--- src/source/gamePkg.sv ---
// Shared types for the shooter game logic
// Coordinate, colour and object state structs, missile phase enum
// Screen geometry, object sizes and colour constants
package gamePkg;

    typedef logic [9:0]  coordT;     // Pixel coordinate
    typedef logic [10:0] offsetT;    // Scroll offset

    typedef struct packed {
        logic [3:0] red;
        logic [3:0] green;
        logic [3:0] blue;
    } colorT;

    typedef struct packed {
        coordT x;
        coordT y;
    } posT;

    typedef enum logic [1:0] {
        missileIdle      = 2'd0,
        missileFlying    = 2'd1,
        missileExploding = 2'd2,
        missileSpent     = 2'd3
    } missilePhaseT;

    typedef struct packed {
        posT          pos;
        missilePhaseT phase;
    } missileStateT;

    typedef struct packed {
        posT  pos;
        logic fired;
    } bulletStateT;

    //////////////////////////////////////////////////////////////////////
    // Geometry
    //////////////////////////////////////////////////////////////////////
    localparam coordT screenWidth   = 10'd640;
    localparam coordT screenHeight  = 10'd480;

    localparam coordT playerWidth   = 10'd50;
    localparam coordT playerHeight  = 10'd100;
    localparam coordT missileWidth  = 10'd100;
    localparam coordT missileHeight = 10'd50;
    localparam coordT bulletSize    = 10'd5;

    // Banner band rows, bottom row excluded
    localparam coordT bannerTop     = 10'd100;
    localparam coordT bannerBottom  = 10'd200;

    //////////////////////////////////////////////////////////////////////
    // Palette
    //////////////////////////////////////////////////////////////////////
    localparam colorT skyColor     = '{4'hD, 4'hD, 4'hB};
    localparam colorT playerColor  = '{4'hF, 4'hE, 4'hB};    // Skin tone
    localparam colorT bulletColor  = '{4'hF, 4'hD, 4'h0};
    localparam colorT missileColor = '{4'hC, 4'hD, 4'hD};    // Metal grey
    localparam colorT explodeColor = '{4'hF, 4'h6, 4'h0};    // Flame orange
    localparam colorT startColor   = '{4'hF, 4'h0, 4'h0};
    localparam colorT endColor     = '{4'h0, 4'h0, 4'hF};
    localparam colorT blackColor   = '{4'h0, 4'h0, 4'h0};

endpackage

--- src/source/gameControl.sv ---
// Scroll offset counter and sticky game-over flag
// Decodes the offset into per-missile launch strobes and windows
module gameControl
    import gamePkg::*;
#(
    parameter int scrollStep    = 4,
    parameter int scrollWrap    = 1280,
    parameter int missileWindow = 640,
    parameter int launchOffsetA = 0,
    parameter int launchOffsetB = 640
) (
    input  logic clk,
    input  logic rstN,
    input  logic start,
    input  logic hitPlayerA,
    input  logic hitPlayerB,
    output logic launchA,
    output logic launchB,
    output logic windowA,
    output logic windowB,
    output logic gameOver
);

    localparam offsetT stepValue = offsetT'(scrollStep);
    localparam offsetT wrapValue = offsetT'(scrollWrap);
    localparam offsetT beginA    = offsetT'(launchOffsetA);
    localparam offsetT endA      = offsetT'(launchOffsetA + missileWindow);
    localparam offsetT beginB    = offsetT'(launchOffsetB);
    localparam offsetT endB      = offsetT'(launchOffsetB + missileWindow);

    offsetT offset;

    // Runs every cycle, the game step
    always_ff @(posedge clk) begin
        if (!rstN) begin
            offset <= '0;
        end else if (offset >= wrapValue) begin
            offset <= '0;
        end else begin
            offset <= offset + stepValue;
        end
    end

    assign launchA = (offset == beginA);
    assign launchB = (offset == beginB);
    assign windowA = (offset >= beginA) && (offset < endA);    // Missile A active span
    assign windowB = (offset >= beginB) && (offset < endB);

    //////////////////////////////////////////////////////////////////////
    // Game over, held until start drops
    //////////////////////////////////////////////////////////////////////
    always_ff @(posedge clk) begin
        if (!rstN) begin
            gameOver <= 1'b0;
        end else if (!start) begin
            gameOver <= 1'b0;
        end else if (hitPlayerA || hitPlayerB) begin
            gameOver <= 1'b1;
        end
    end

endmodule

--- src/source/bulletUnit.sv ---
// Bullet fire, rightward travel and re-arm at end of life or screen edge
module bulletUnit
    import gamePkg::*;
#(
    parameter int bulletSpeed = 20,
    parameter int bulletLife  = 60
) (
    input  logic        clk,
    input  logic        rstN,
    input  logic        fire,
    input  posT         playerPos,
    output bulletStateT bullet
);

    localparam int    lifeWidth  = $clog2(bulletLife + 1);
    localparam coordT gunOffsetX = 10'd20;    // Muzzle relative to player corner
    localparam coordT gunOffsetY = 10'd35;

    logic [lifeWidth-1:0] lifeCount;
    logic                 fired;
    posT                  bulletPos;
    posT                  gunPos;
    logic                 inFlight;

    assign gunPos.x = playerPos.x + gunOffsetX;
    assign gunPos.y = playerPos.y + gunOffsetY;

    // Keeps moving while alive and on screen
    assign inFlight = fired
        && (lifeCount < lifeWidth'(bulletLife))
        && (bulletPos.x < screenWidth);

    always_ff @(posedge clk) begin
        if (!rstN) begin
            fired     <= 1'b0;
            lifeCount <= '0;
        end else if (!fired) begin
            fired     <= fire;    // Armed, waiting for the key
            lifeCount <= '0;
        end else if (inFlight) begin
            lifeCount <= lifeCount + 1'b1;
        end else begin
            fired     <= 1'b0;    // Re-arm
            lifeCount <= '0;
        end
    end

    // Follows the gun until it flies
    always_ff @(posedge clk) begin
        if (inFlight) begin
            bulletPos.x <= bulletPos.x + coordT'(bulletSpeed);
        end else begin
            bulletPos <= gunPos;
        end
    end

    assign bullet = '{pos: bulletPos, fired: fired};

endmodule

--- src/source/missileUnit.sv ---
// One missile: phase FSM, leftward motion and explosion timer
// Bullet hit and player collision tests
module missileUnit
    import gamePkg::*;
#(
    parameter int missileSpeed = 10,
    parameter int explodeSteps = 15
) (
    input  logic         clk,
    input  logic         rstN,
    input  logic         start,
    input  logic         gameOver,
    input  logic         launch,
    input  logic         window,
    input  posT          playerPos,
    input  bulletStateT  bullet,
    output missileStateT missile,
    output logic         hitPlayer
);

    localparam int    countWidth  = $clog2(explodeSteps + 1);
    localparam coordT launchDropY = 10'd30;    // Below the player's top edge

    missilePhaseT          phase;
    missilePhaseT          phaseNext;
    posT                   pos;
    posT                   posNext;
    logic [countWidth-1:0] explodeCount;
    logic [countWidth-1:0] explodeCountNext;
    logic [10:0]           boxRight;
    logic [10:0]           boxBottom;
    logic [10:0]           playerRight;
    logic [10:0]           playerBottom;
    logic                  bulletHit;

    //////////////////////////////////////////////////////////////////////
    // Collision tests, all edges included
    //////////////////////////////////////////////////////////////////////
    assign boxRight     = {1'b0, pos.x} + {1'b0, missileWidth};
    assign boxBottom    = {1'b0, pos.y} + {1'b0, missileHeight};
    assign playerRight  = {1'b0, playerPos.x} + {1'b0, playerWidth};
    assign playerBottom = {1'b0, playerPos.y} + {1'b0, playerHeight};

    // Only a bullet in the air counts
    assign bulletHit = bullet.fired
        && (bullet.pos.x >= pos.x) && ({1'b0, bullet.pos.x} <= boxRight)
        && (bullet.pos.y >= pos.y) && ({1'b0, bullet.pos.y} <= boxBottom);

    assign hitPlayer = (phase == missileFlying)
        && (pos.x >= playerPos.x) && ({1'b0, pos.x} <= playerRight)
        && (pos.y >= playerPos.y) && ({1'b0, pos.y} <= playerBottom);

    //////////////////////////////////////////////////////////////////////
    // Phase FSM
    //////////////////////////////////////////////////////////////////////
    always_comb begin
        phaseNext        = phase;
        posNext          = pos;
        explodeCountNext = explodeCount;
        if (!start || gameOver) begin
            phaseNext        = missileIdle;
            posNext          = '0;
            explodeCountNext = '0;
        end else if (launch) begin
            phaseNext        = missileFlying;
            posNext.x        = screenWidth;    // Enters at the right edge
            posNext.y        = playerPos.y + launchDropY;
            explodeCountNext = '0;
        end else if (window) begin
            case (phase)
                missileFlying: begin
                    if (bulletHit) begin
                        phaseNext = missileExploding;
                    end else begin
                        posNext.x = pos.x - coordT'(missileSpeed);
                    end
                end
                missileExploding: begin
                    explodeCountNext = explodeCount + 1'b1;
                    if (explodeCount == countWidth'(explodeSteps - 1)) begin
                        phaseNext = missileSpent;    // Last explosion frame
                    end
                end
                default: begin
                    phaseNext = phase;    // Idle and spent wait for launch
                end
            endcase
        end else begin
            phaseNext = missileIdle;
        end
    end

    always_ff @(posedge clk) begin
        if (!rstN) begin
            phase        <= missileIdle;
            explodeCount <= '0;
        end else begin
            phase        <= phaseNext;
            explodeCount <= explodeCountNext;
        end
    end

    always_ff @(posedge clk) begin
        pos <= posNext;
    end

    assign missile = '{pos: pos, phase: phase};

endmodule

--- src/source/pixelCompositor.sv ---
// Priority colouring of the scanned pixel with a registered output
// Player, bullet and missile boxes over sky, banners and blanking
module pixelCompositor
    import gamePkg::*;
(
    input  logic         clk,
    input  logic         rstN,
    input  posT          drawPos,
    input  logic         blank,
    input  logic         start,
    input  logic         gameOver,
    input  posT          playerPos,
    input  bulletStateT  bullet,
    input  missileStateT missileA,
    input  missileStateT missileB,
    output colorT        rgb
);

    colorT pixelColor;
    logic  onScreen;
    logic  bannerRow;
    logic  inPlayer;
    logic  inBullet;
    logic  inMissileA;
    logic  inMissileB;

    // Half-open box, left and top edges inside
    function automatic logic inBox(input posT pix, input posT org,
                                   input coordT w, input coordT h);
        logic [10:0] right;
        logic [10:0] bottom;
        right  = {1'b0, org.x} + {1'b0, w};
        bottom = {1'b0, org.y} + {1'b0, h};
        return (pix.x >= org.x) && ({1'b0, pix.x} < right)
            && (pix.y >= org.y) && ({1'b0, pix.y} < bottom);
    endfunction

    // Drawn only while flying or exploding
    function automatic logic missileShown(input missileStateT m, input posT pix);
        logic active;
        active = (m.phase == missileFlying) || (m.phase == missileExploding);
        return active && inBox(pix, m.pos, missileWidth, missileHeight);
    endfunction

    assign onScreen = blank && (drawPos.x < screenWidth) && (drawPos.y < screenHeight);
    assign bannerRow = (drawPos.y >= bannerTop) && (drawPos.y < bannerBottom);

    assign inPlayer   = inBox(drawPos, playerPos, playerWidth, playerHeight);
    assign inBullet   = bullet.fired && inBox(drawPos, bullet.pos, bulletSize, bulletSize);
    assign inMissileA = missileShown(missileA, drawPos);
    assign inMissileB = missileShown(missileB, drawPos);

    //////////////////////////////////////////////////////////////////////
    // Colour priority
    //////////////////////////////////////////////////////////////////////
    always_comb begin
        if (!onScreen) begin
            pixelColor = blackColor;
        end else if (!start || gameOver) begin
            // Title or end screen, no sprites
            if (bannerRow) begin
                pixelColor = start ? endColor : startColor;
            end else begin
                pixelColor = skyColor;
            end
        end else if (inPlayer) begin
            pixelColor = playerColor;
        end else if (inBullet) begin
            pixelColor = bulletColor;
        end else if (inMissileA) begin
            pixelColor = (missileA.phase == missileExploding) ? explodeColor : missileColor;
        end else if (inMissileB) begin
            pixelColor = (missileB.phase == missileExploding) ? explodeColor : missileColor;
        end else begin
            pixelColor = skyColor;
        end
    end

    always_ff @(posedge clk) begin
        if (!rstN) begin
            rgb <= blackColor;
        end else begin
            rgb <= pixelColor;
        end
    end

endmodule

--- src/source/gameTop.sv ---
// Top level of the shooter game logic
// Scroll control, bullet, two missiles and the pixel compositor
module gameTop
    import gamePkg::*;
#(
    parameter int scrollStep    = 4,
    parameter int scrollWrap    = 1280,
    parameter int missileWindow = 640,
    parameter int launchOffsetA = 0,
    parameter int launchOffsetB = 640,
    parameter int missileSpeed  = 10,
    parameter int explodeSteps  = 15,
    parameter int bulletSpeed   = 20,
    parameter int bulletLife    = 60
) (
    input  logic  clk,
    input  logic  rstN,
    input  posT   drawPos,
    input  logic  blank,       // High in the visible part of the scan
    input  logic  start,
    input  logic  fire,
    input  posT   playerPos,
    output colorT rgb
);

    logic         launchA;
    logic         launchB;
    logic         windowA;
    logic         windowB;
    logic         gameOver;
    logic         hitPlayerA;
    logic         hitPlayerB;
    bulletStateT  bulletState;
    missileStateT missileStateA;
    missileStateT missileStateB;

    gameControl #(
        .scrollStep   (scrollStep),
        .scrollWrap   (scrollWrap),
        .missileWindow(missileWindow),
        .launchOffsetA(launchOffsetA),
        .launchOffsetB(launchOffsetB)
    ) uControl (
        .clk, .rstN, .start,
        .hitPlayerA, .hitPlayerB,
        .launchA, .launchB,
        .windowA, .windowB,
        .gameOver
    );

    bulletUnit #(
        .bulletSpeed(bulletSpeed),
        .bulletLife (bulletLife)
    ) uBullet (
        .clk, .rstN, .fire, .playerPos,
        .bullet(bulletState)
    );

    // Missile A covers the first half of the scroll loop, B the second
    missileUnit #(
        .missileSpeed(missileSpeed),
        .explodeSteps(explodeSteps)
    ) missileA (
        .clk, .rstN, .start, .gameOver,
        .launch(launchA), .window(windowA),
        .playerPos, .bullet(bulletState),
        .missile(missileStateA), .hitPlayer(hitPlayerA)
    );

    missileUnit #(
        .missileSpeed(missileSpeed),
        .explodeSteps(explodeSteps)
    ) missileB (
        .clk, .rstN, .start, .gameOver,
        .launch(launchB), .window(windowB),
        .playerPos, .bullet(bulletState),
        .missile(missileStateB), .hitPlayer(hitPlayerB)
    );

    pixelCompositor uCompositor (
        .clk, .rstN, .drawPos, .blank, .start, .gameOver, .playerPos,
        .bullet  (bulletState),
        .missileA(missileStateA),
        .missileB(missileStateB),
        .rgb
    );

endmodule

--- config.mk ---
export PLATFORM = sky130hd
export DESIGN_NAME = gameTop
export DESIGN_NICKNAME = d
export VERILOG_FILES = /design/src/source/gamePkg.sv /design/src/source/gameControl.sv /design/src/source/bulletUnit.sv /design/src/source/missileUnit.sv /design/src/source/pixelCompositor.sv /design/src/source/gameTop.sv
export SDC_FILE = /design/constraint.sdc
export NUM_CORES = 1
export LEC_CHECK = 0
export ABC_CLOCK_PERIOD_IN_PS = 3000
export BUFFER_PORTS_ARGS = -buffer_cell sky130_fd_sc_hd__buf_2
export CORE_MARGIN = 5
export CORE_UTILIZATION = 55
export DETAILED_ROUTE_END_ITERATION = 8
export GPL_ROUTABILITY_DRIVEN = 1
export PLACE_DENSITY = 0.75
export RECOVER_POWER = 25
export SLEW_MARGIN = 20
export SYNTH_ARGS = -nofsm -noshare
export SYNTH_HDL_FRONTEND = slang
export SYNTH_HIERARCHICAL = 1
export SYNTH_SLANG_ARGS = --single-unit
--- constraint.sdc ---
create_clock -name clk -period 3 [get_ports clk]
set_input_delay 0.3 -clock clk [delete_from_list [all_inputs] [get_ports clk]]
set_output_delay 0.3 -clock clk [all_outputs]
set_load 0.01 [all_outputs]
==> Yosys cells after proc, flatten, opt, wreduce, memory -nomap -nowiden <==
Cells that the tools add are included.
{ "word_totals": {"register_bits": 103, "in_bits": 45, "out_inout_bits": 12, "wordCells": 207} }
{ "op_classes": {"n_addsub": 18, "order_cmp": 43, "n_eq_ne": 19, "mux": 30, "bitwise": 5, "n_reduce_logical": 71} }
{ "op_table": {"columns": ["cell", "count"], "rows": [
  ["10-bit >= comparator", 16],
  ["10-bit 2-to-1 mux", 11],
  ["10-bit by 11-bit <= comparator with 1-bit output", 8],
  ["10-bit by 11-bit less-than comparator with 1-bit output", 8],
  ["12-bit 2-to-1 mux", 7],
  ["1-bit logical AND", 38],
  ["10-bit by 6-bit adder with 11-bit output, second input constant", 3],
  ["10-bit by 7-bit adder with 11-bit output, second input constant", 3],
  ["10-bit by 5-bit adder with 10-bit output, second input constant", 3],
  ["3-bit AND reduction", 9],
  ["4-bit != test, second input constant", 6],
  ["10-bit by 3-bit adder with 11-bit output, second input constant", 2],
  ["10-bit less-than comparator, second input constant", 2],
  ["10-bit by 4-bit subtractor with 10-bit output, second input constant", 2],
  ["2-bit nonzero test", 6],
  ["11-bit by 3-bit adder with 11-bit output, second input constant", 1],
  ["11-bit by 10-bit == test with 1-bit output, second input constant", 1],
  ["11-bit by 1-bit >= comparator with 1-bit output, second input constant", 1],
  ["11-bit by 10-bit >= comparator with 1-bit output, second input constant", 1],
  ["11-bit >= comparator, second input constant", 1],
  ["11-bit logical NOT", 1],
  ["11-bit by 10-bit less-than comparator with 1-bit output, second input constant", 1],
  ["11-bit less-than comparator, second input constant", 1],
  ["10-bit by 6-bit adder with 10-bit output, second input constant", 1],
  ["other kinds (21)", 53]
]} }

==> Logic depth before layout (Yosys ltp) <==
{ "depth": {"ltp_word": 11, "mapped_depth": 14, "depth_no_buf": 14} }

==> Hierarchy <==
Netlist, hierarchy kept.
{ "modules_own_cells": {"columns": ["module", "n_inst", "cells_per_inst", "area_each_um2", "seq_area_each_um2"], "rows": [
  ["missileUnit", 2, 439, 3478.3, 500.5],
  ["pixelCompositor", 1, 610, 4953.5, 200.2],
  ["bulletUnit", 1, 114, 1222.4, 660.6],
  ["gameControl", 1, 55, 464.2, 200.2]
]} }

==> Worst setup path after synthesis <==
Ideal clock, no wire load.
{ "synth_path": {"path_kind": "reg-to-reg", "startpoint": "reg missileA.pos (netlist bit missileA/missile[5])", "endpoint": "reg missileA.pos (netlist bit missileA/missile[21])", "setup_time_ps": 120, "arrival_ps": 2985, "required_time_ps": 2880, "setup_slack_ps": -104, "stages_incl_launch_ff": 12, "n_path_buf": 0, "synth_period_minus_slack_ps": 3104, "cell_sequence": "dfxtp_1 -> and3_4 -> o31a_1 -> or2_2 -> ha_1 -> a21o_1 -> a21o_1 -> a211o_1 -> a221oi_2 -> a31oi_1 -> and4_1 -> o31a_1"} }
{ "synth_via": {"elab_chain_len": 5, "word_cells_on_any_way": 7, "cone_classes": "add/sub: 1; order compare: 2; eq/ne: 1; reduce/logical: 3"} }
{ "synth_rtl": {"columns": ["element", "line_no", "text"], "rows": [
  ["start: declaration", "missileUnit.sv:26", "posT pos;"],
  ["start signal: assignment", "missileUnit.sv:104", "pos <= posNext;"],
  ["10-bit by 6-bit adder with 11-bit output / 10-bit >= comparator (equally long branches)", "missileUnit.sv:40, missileUnit.sv:47", null],
  ["10-bit by 11-bit <= comparator with 1-bit output / 1-bit logical AND (equally long branches)", "missileUnit.sv:47", "&& (bullet.pos.y >= pos.y) && ({1'b0, bullet.pos.y} <= boxBottom);"],
  ["1-bit logical AND *", "missileUnit.sv:47", null],
  ["2-bit != test (no source line) *", null, null],
  ["3-bit AND reduction (no source line) *", null, null]
]} }
Every way passes the cells marked *; elsewhere a longest branch is shown, timed or not.
A chain may end at the register's enable or synchronous reset.

==> Final worst setup path <==
{ "layout_path": {"startpoint": "reg missileB.pos (netlist bit missileB/missile[3])", "endpoint": "reg missileB.pos (netlist bit missileB/missile[16])"} }
{ "layout_via": {"elab_chain_len": 5, "word_cells_on_any_way": 7, "cone_classes": "add/sub: 1; order compare: 2; bitwise: 1; reduce/logical: 3"} }
{ "layout_rtl": {"columns": ["element", "line_no"], "rows": [
  ["start: declaration", "missileUnit.sv:26"],
  ["start signal: assignment", "missileUnit.sv:104"],
  ["10-bit by 6-bit adder with 11-bit output / 10-bit >= comparator (equally long branches)", "missileUnit.sv:40, missileUnit.sv:47"],
  ["10-bit by 11-bit <= comparator with 1-bit output / 1-bit logical AND (equally long branches)", "missileUnit.sv:47"],
  ["1-bit logical AND *", "missileUnit.sv:47"],
  ["1-bit inverter (no source line) *", null],
  ["3-bit AND reduction (no source line) *", null]
]} }
Marks and branches as above.

==> results.md <==
* Status: finished, violations left
* Violated checks: negative setup slack
* Antenna violations before repair at 0
* Fmax achieved at between 300 and 400 MHz
* CTS tree: done
* Reg2reg setup slack at -250 ps
* Slew @ Worst Pin at ~750 ps
* Final setup violating endpoints at 22
* Vias per cell at between 6 and 7
* # clock sinks at 97
* Worst path most repeated cell: buf_6
* Pwr/cell area at 331 mW/mm^2
* Pre-CTS setup slack at -499 ps
* 1st-pass router iterations at 5
* Final ANT Viol Nets at 0
* RSZ-0062 raised after global routing: yes
* #FFs+latches synth at 97
* WL per Instance at about 19 microns
* Clk buf depth at 2
* Fraction of registers with async set/reset at 0%
* First DRT Iteration DRCs at a little under 900
* Site row count at 57
* Gr ovfl total at 0
* Top FF cell, synth: dfxtp_1
* DRC at 0
* Clock-pin slew on the worst setup and hold paths at approximately 80 ps
* Post-detail-place hpwl at around 32 mm
* Commonest non-fill, non-tap cell in the layout: ha_1
* Final WS setup at -254 ps
* Final Util at between 60% and 70%
* Fin crit share at 108%
* Die X at about 170 microns
* Ports at 57
* Share of layout cells above drive strength 1 at 18.3%
* Total track usage at around 29%
* Layout area overhead at 20.6%
* Number of max-cap violations at 0
* Ys Warns at 6
* Nets@finish at 2,274
* H-tree depth at 3
* Sequential-to-total area share from yosys stat at about 15%
* Synth area leaders: ha_1 31%, dfxtp_1 13%, xnor2_1 8.5%
* Mapped Nets at 2,040
* Syn Area/Cell at between 8 and 9 sq um
* CP Launch Type: flop
* IO Port Bufs at 56
* Crit. End Element: flop
* Fin cells at 2,220
* Vias in the first global route at 13,393
* Share of the synthesized area in the top cell type at 31.1%
* CTS Buf Count at 9
* Via count at 13,338
* Full die area at 0.0280 sq mm
* Core area at approximately 0.024 sq mm
* Initial Util at approximately 56%
* First-pass GRT wire length at 66.4 mm
* Worst setup path category: reg2reg
* Synth unique cells at 82
* Critical path arrival at 3540 ps
* Post-Syn Instances at ~1,700
* Pleak at approximately 0.0076 uW
* Max incr delay on CP at between 300 and 400 ps
* Relative slew margins at 50.1%
* Largest net degree at the start of global routing at 24
* CP Max Fanout at 4
* DRT Wirelength at 41.8 mm
* CTS root buffer: clkbuf_16
* Post-synth EDFFs at 12
* RD Place Congestion at ~0.93
* CP cell instances: and3_4, o31a_1, buf_6, nand2_4, xnor2_2, ha_1, nand4_1, a211oi_2, a211o_1, a221oi_2, buf_4, buf_6, a31o_4, buf_6, or3_1, a21oi_1
* Synth area leader: ha_1
* Setup Skew at around 13 ps
* Max Slew Vio Count at 0
* Required @ worst endpoint at between 3000 and 4000 ps
* Hold-fix buffers, CTS at 0
* Type of the most critical hold path: in2reg
* Post-route cell area at 0.0164 sq mm
* Mapped Area at approximately 0.014 sq mm
* Placed Cells at between 2,000 and 2,500
* Slowest-stage cell, CP: or3_1
* Worst path top cell family by delay: compound AO/OA/AOI/OAI gates
* Crit path buffers/inverters at 4
* DP Area at about 0.016 sq mm
* Die height at around 170 microns
* Worst skew pair latency at 360 ps
* # diodes at 0
* VDD IR-drop max at 0.250 mV
* Min Tclk post-route at between 3000 and 4000 ps
* Most frequent cells in the layout: 332 x ha_1, 199 x inv_1, 173 x buf_4
* Hold Fails Final Rpt at 0
## cells by family after synthesis
group / Yosys count / share of synthesized area (%)
fa+ha+maj: 338 / 31.1
mux: 9 / 0.672
compound gates: 409 / 20.6
buf+inv: 222 / 6.36
flops: 97 / 15.2
simple gates: 429 / 16.3
other cells: 2 / 0.0552
xor+xnor: 151 / 9.73
## worst min-delay path: stages
cell and delay [ps]:
buf_2 110, nand2b_1 70, a21boi_1 70
## layer usage
| layer | GRT usage, % | part of all wire, % | vias to the layer above |
|---|---|---|---|
| met3 | 4.55 | 6.4 | 102 |
| met2 | 50.2 | 48 | 463 |
| li1 | - | - | 6469 |
| met4 | 10.9 | 3.5 | 0 |
| met5 | 0 | 0 | - |
| met1 | 35.5 | 42 | 6304 |
## state kept, by name, indices dropped and copies added, names as in the netlist
name	cells
uBullet/bullet	20
missileA/missile	19
missileB/explodeCount	4
missileA/explodeCount	4
uControl/offset	9
missileB/phase	2
missileA/phase	2
uBullet/lifeCount	6
uCompositor/rgb	10
missileB/missile	19
uBullet/fired	1
uControl/gameOver	1
## cell type report
class,count,area (sq um)
inverter,200,751
tap,324,405
timing repair buffer,245,1760
sequential,97,2080
clock inverter,6,67.6
clock buffer,10,229
fill,2008,7920
multi-input combinational,1338,11100
## timing repair
action / CTS / global route
setup buffers: 8 / 10
pin swaps: 43 / 23
gates resized for setup: 61 / 40
setup endpoints to repair: 31 / 31
endpoints found under the hold margin: 0 / 0
cloned: 1 / 0
## stage by stage
step | hold slack, ps | power (uW) | setup TNS, ps
3_5_place_dp | 442 | 3960 | -5060
2_1_floorplan | 392 | 3090 | -24.8
6_report | 229 | 5420 | -2290
5_1_grt | 228 | 5780 | -6020
4_1_cts | 217 | 5270 | -1150
3_3_place_gp | 427 | 3850 | -2930
## power breakdown
| part | total [uW] | internal, uW | switching [uW] |
|---|---|---|---|
| combinational | 2690 | 1190 | 1500 |
| clock | 1220 | 653 | 565 |
| sequential | 1510 | 1400 | 116 |
## synthesized netlist by cell type (10+ instances only)
| master | count |
|---|---|
| ha_1 | 338 |
| inv_1 | 199 |
| xnor2_1 | 132 |
| nor2_1 | 103 |
| a21oi_1 | 91 |
| nand2_1 | 88 |
| dfxtp_1 | 85 |
| o21ai_0 | 74 |
| nand3_1 | 52 |
| a211oi_1 | 36 |
| nand4_1 | 32 |
| a21o_1 | 31 |
| nor3_1 | 29 |
| nand2b_1 | 28 |
| o21a_1 | 24 |
| a211o_1 | 19 |
| xor2_1 | 19 |
| and3_1 | 15 |
| nor2b_1 | 15 |
| a31oi_1 | 14 |
| o211ai_1 | 14 |
| o2111ai_1 | 13 |
| a2111oi_0 | 12 |
| edfxtp_1 | 12 |
| nor4_1 | 11 |
| o21ai_1 | 10 |
## final timing paths
path	from	to	depth (start not counted)
setup reg to reg	missileB/missile[3]$_SDFFE_PP0P_	missileB/missile[16]$_SDFFE_PP0P_	16
hold reg to reg	uBullet/lifeCount[0]$_SDFF_PN0_	uBullet/lifeCount[0]$_SDFF_PN0_	1
setup / recovery	missileB/missile[3]$_SDFFE_PP0P_	missileB/missile[16]$_SDFFE_PP0P_	16
hold / removal	fire	uBullet/fired$_SDFF_PN0_	3
Power figures use the tool's default switching activity.
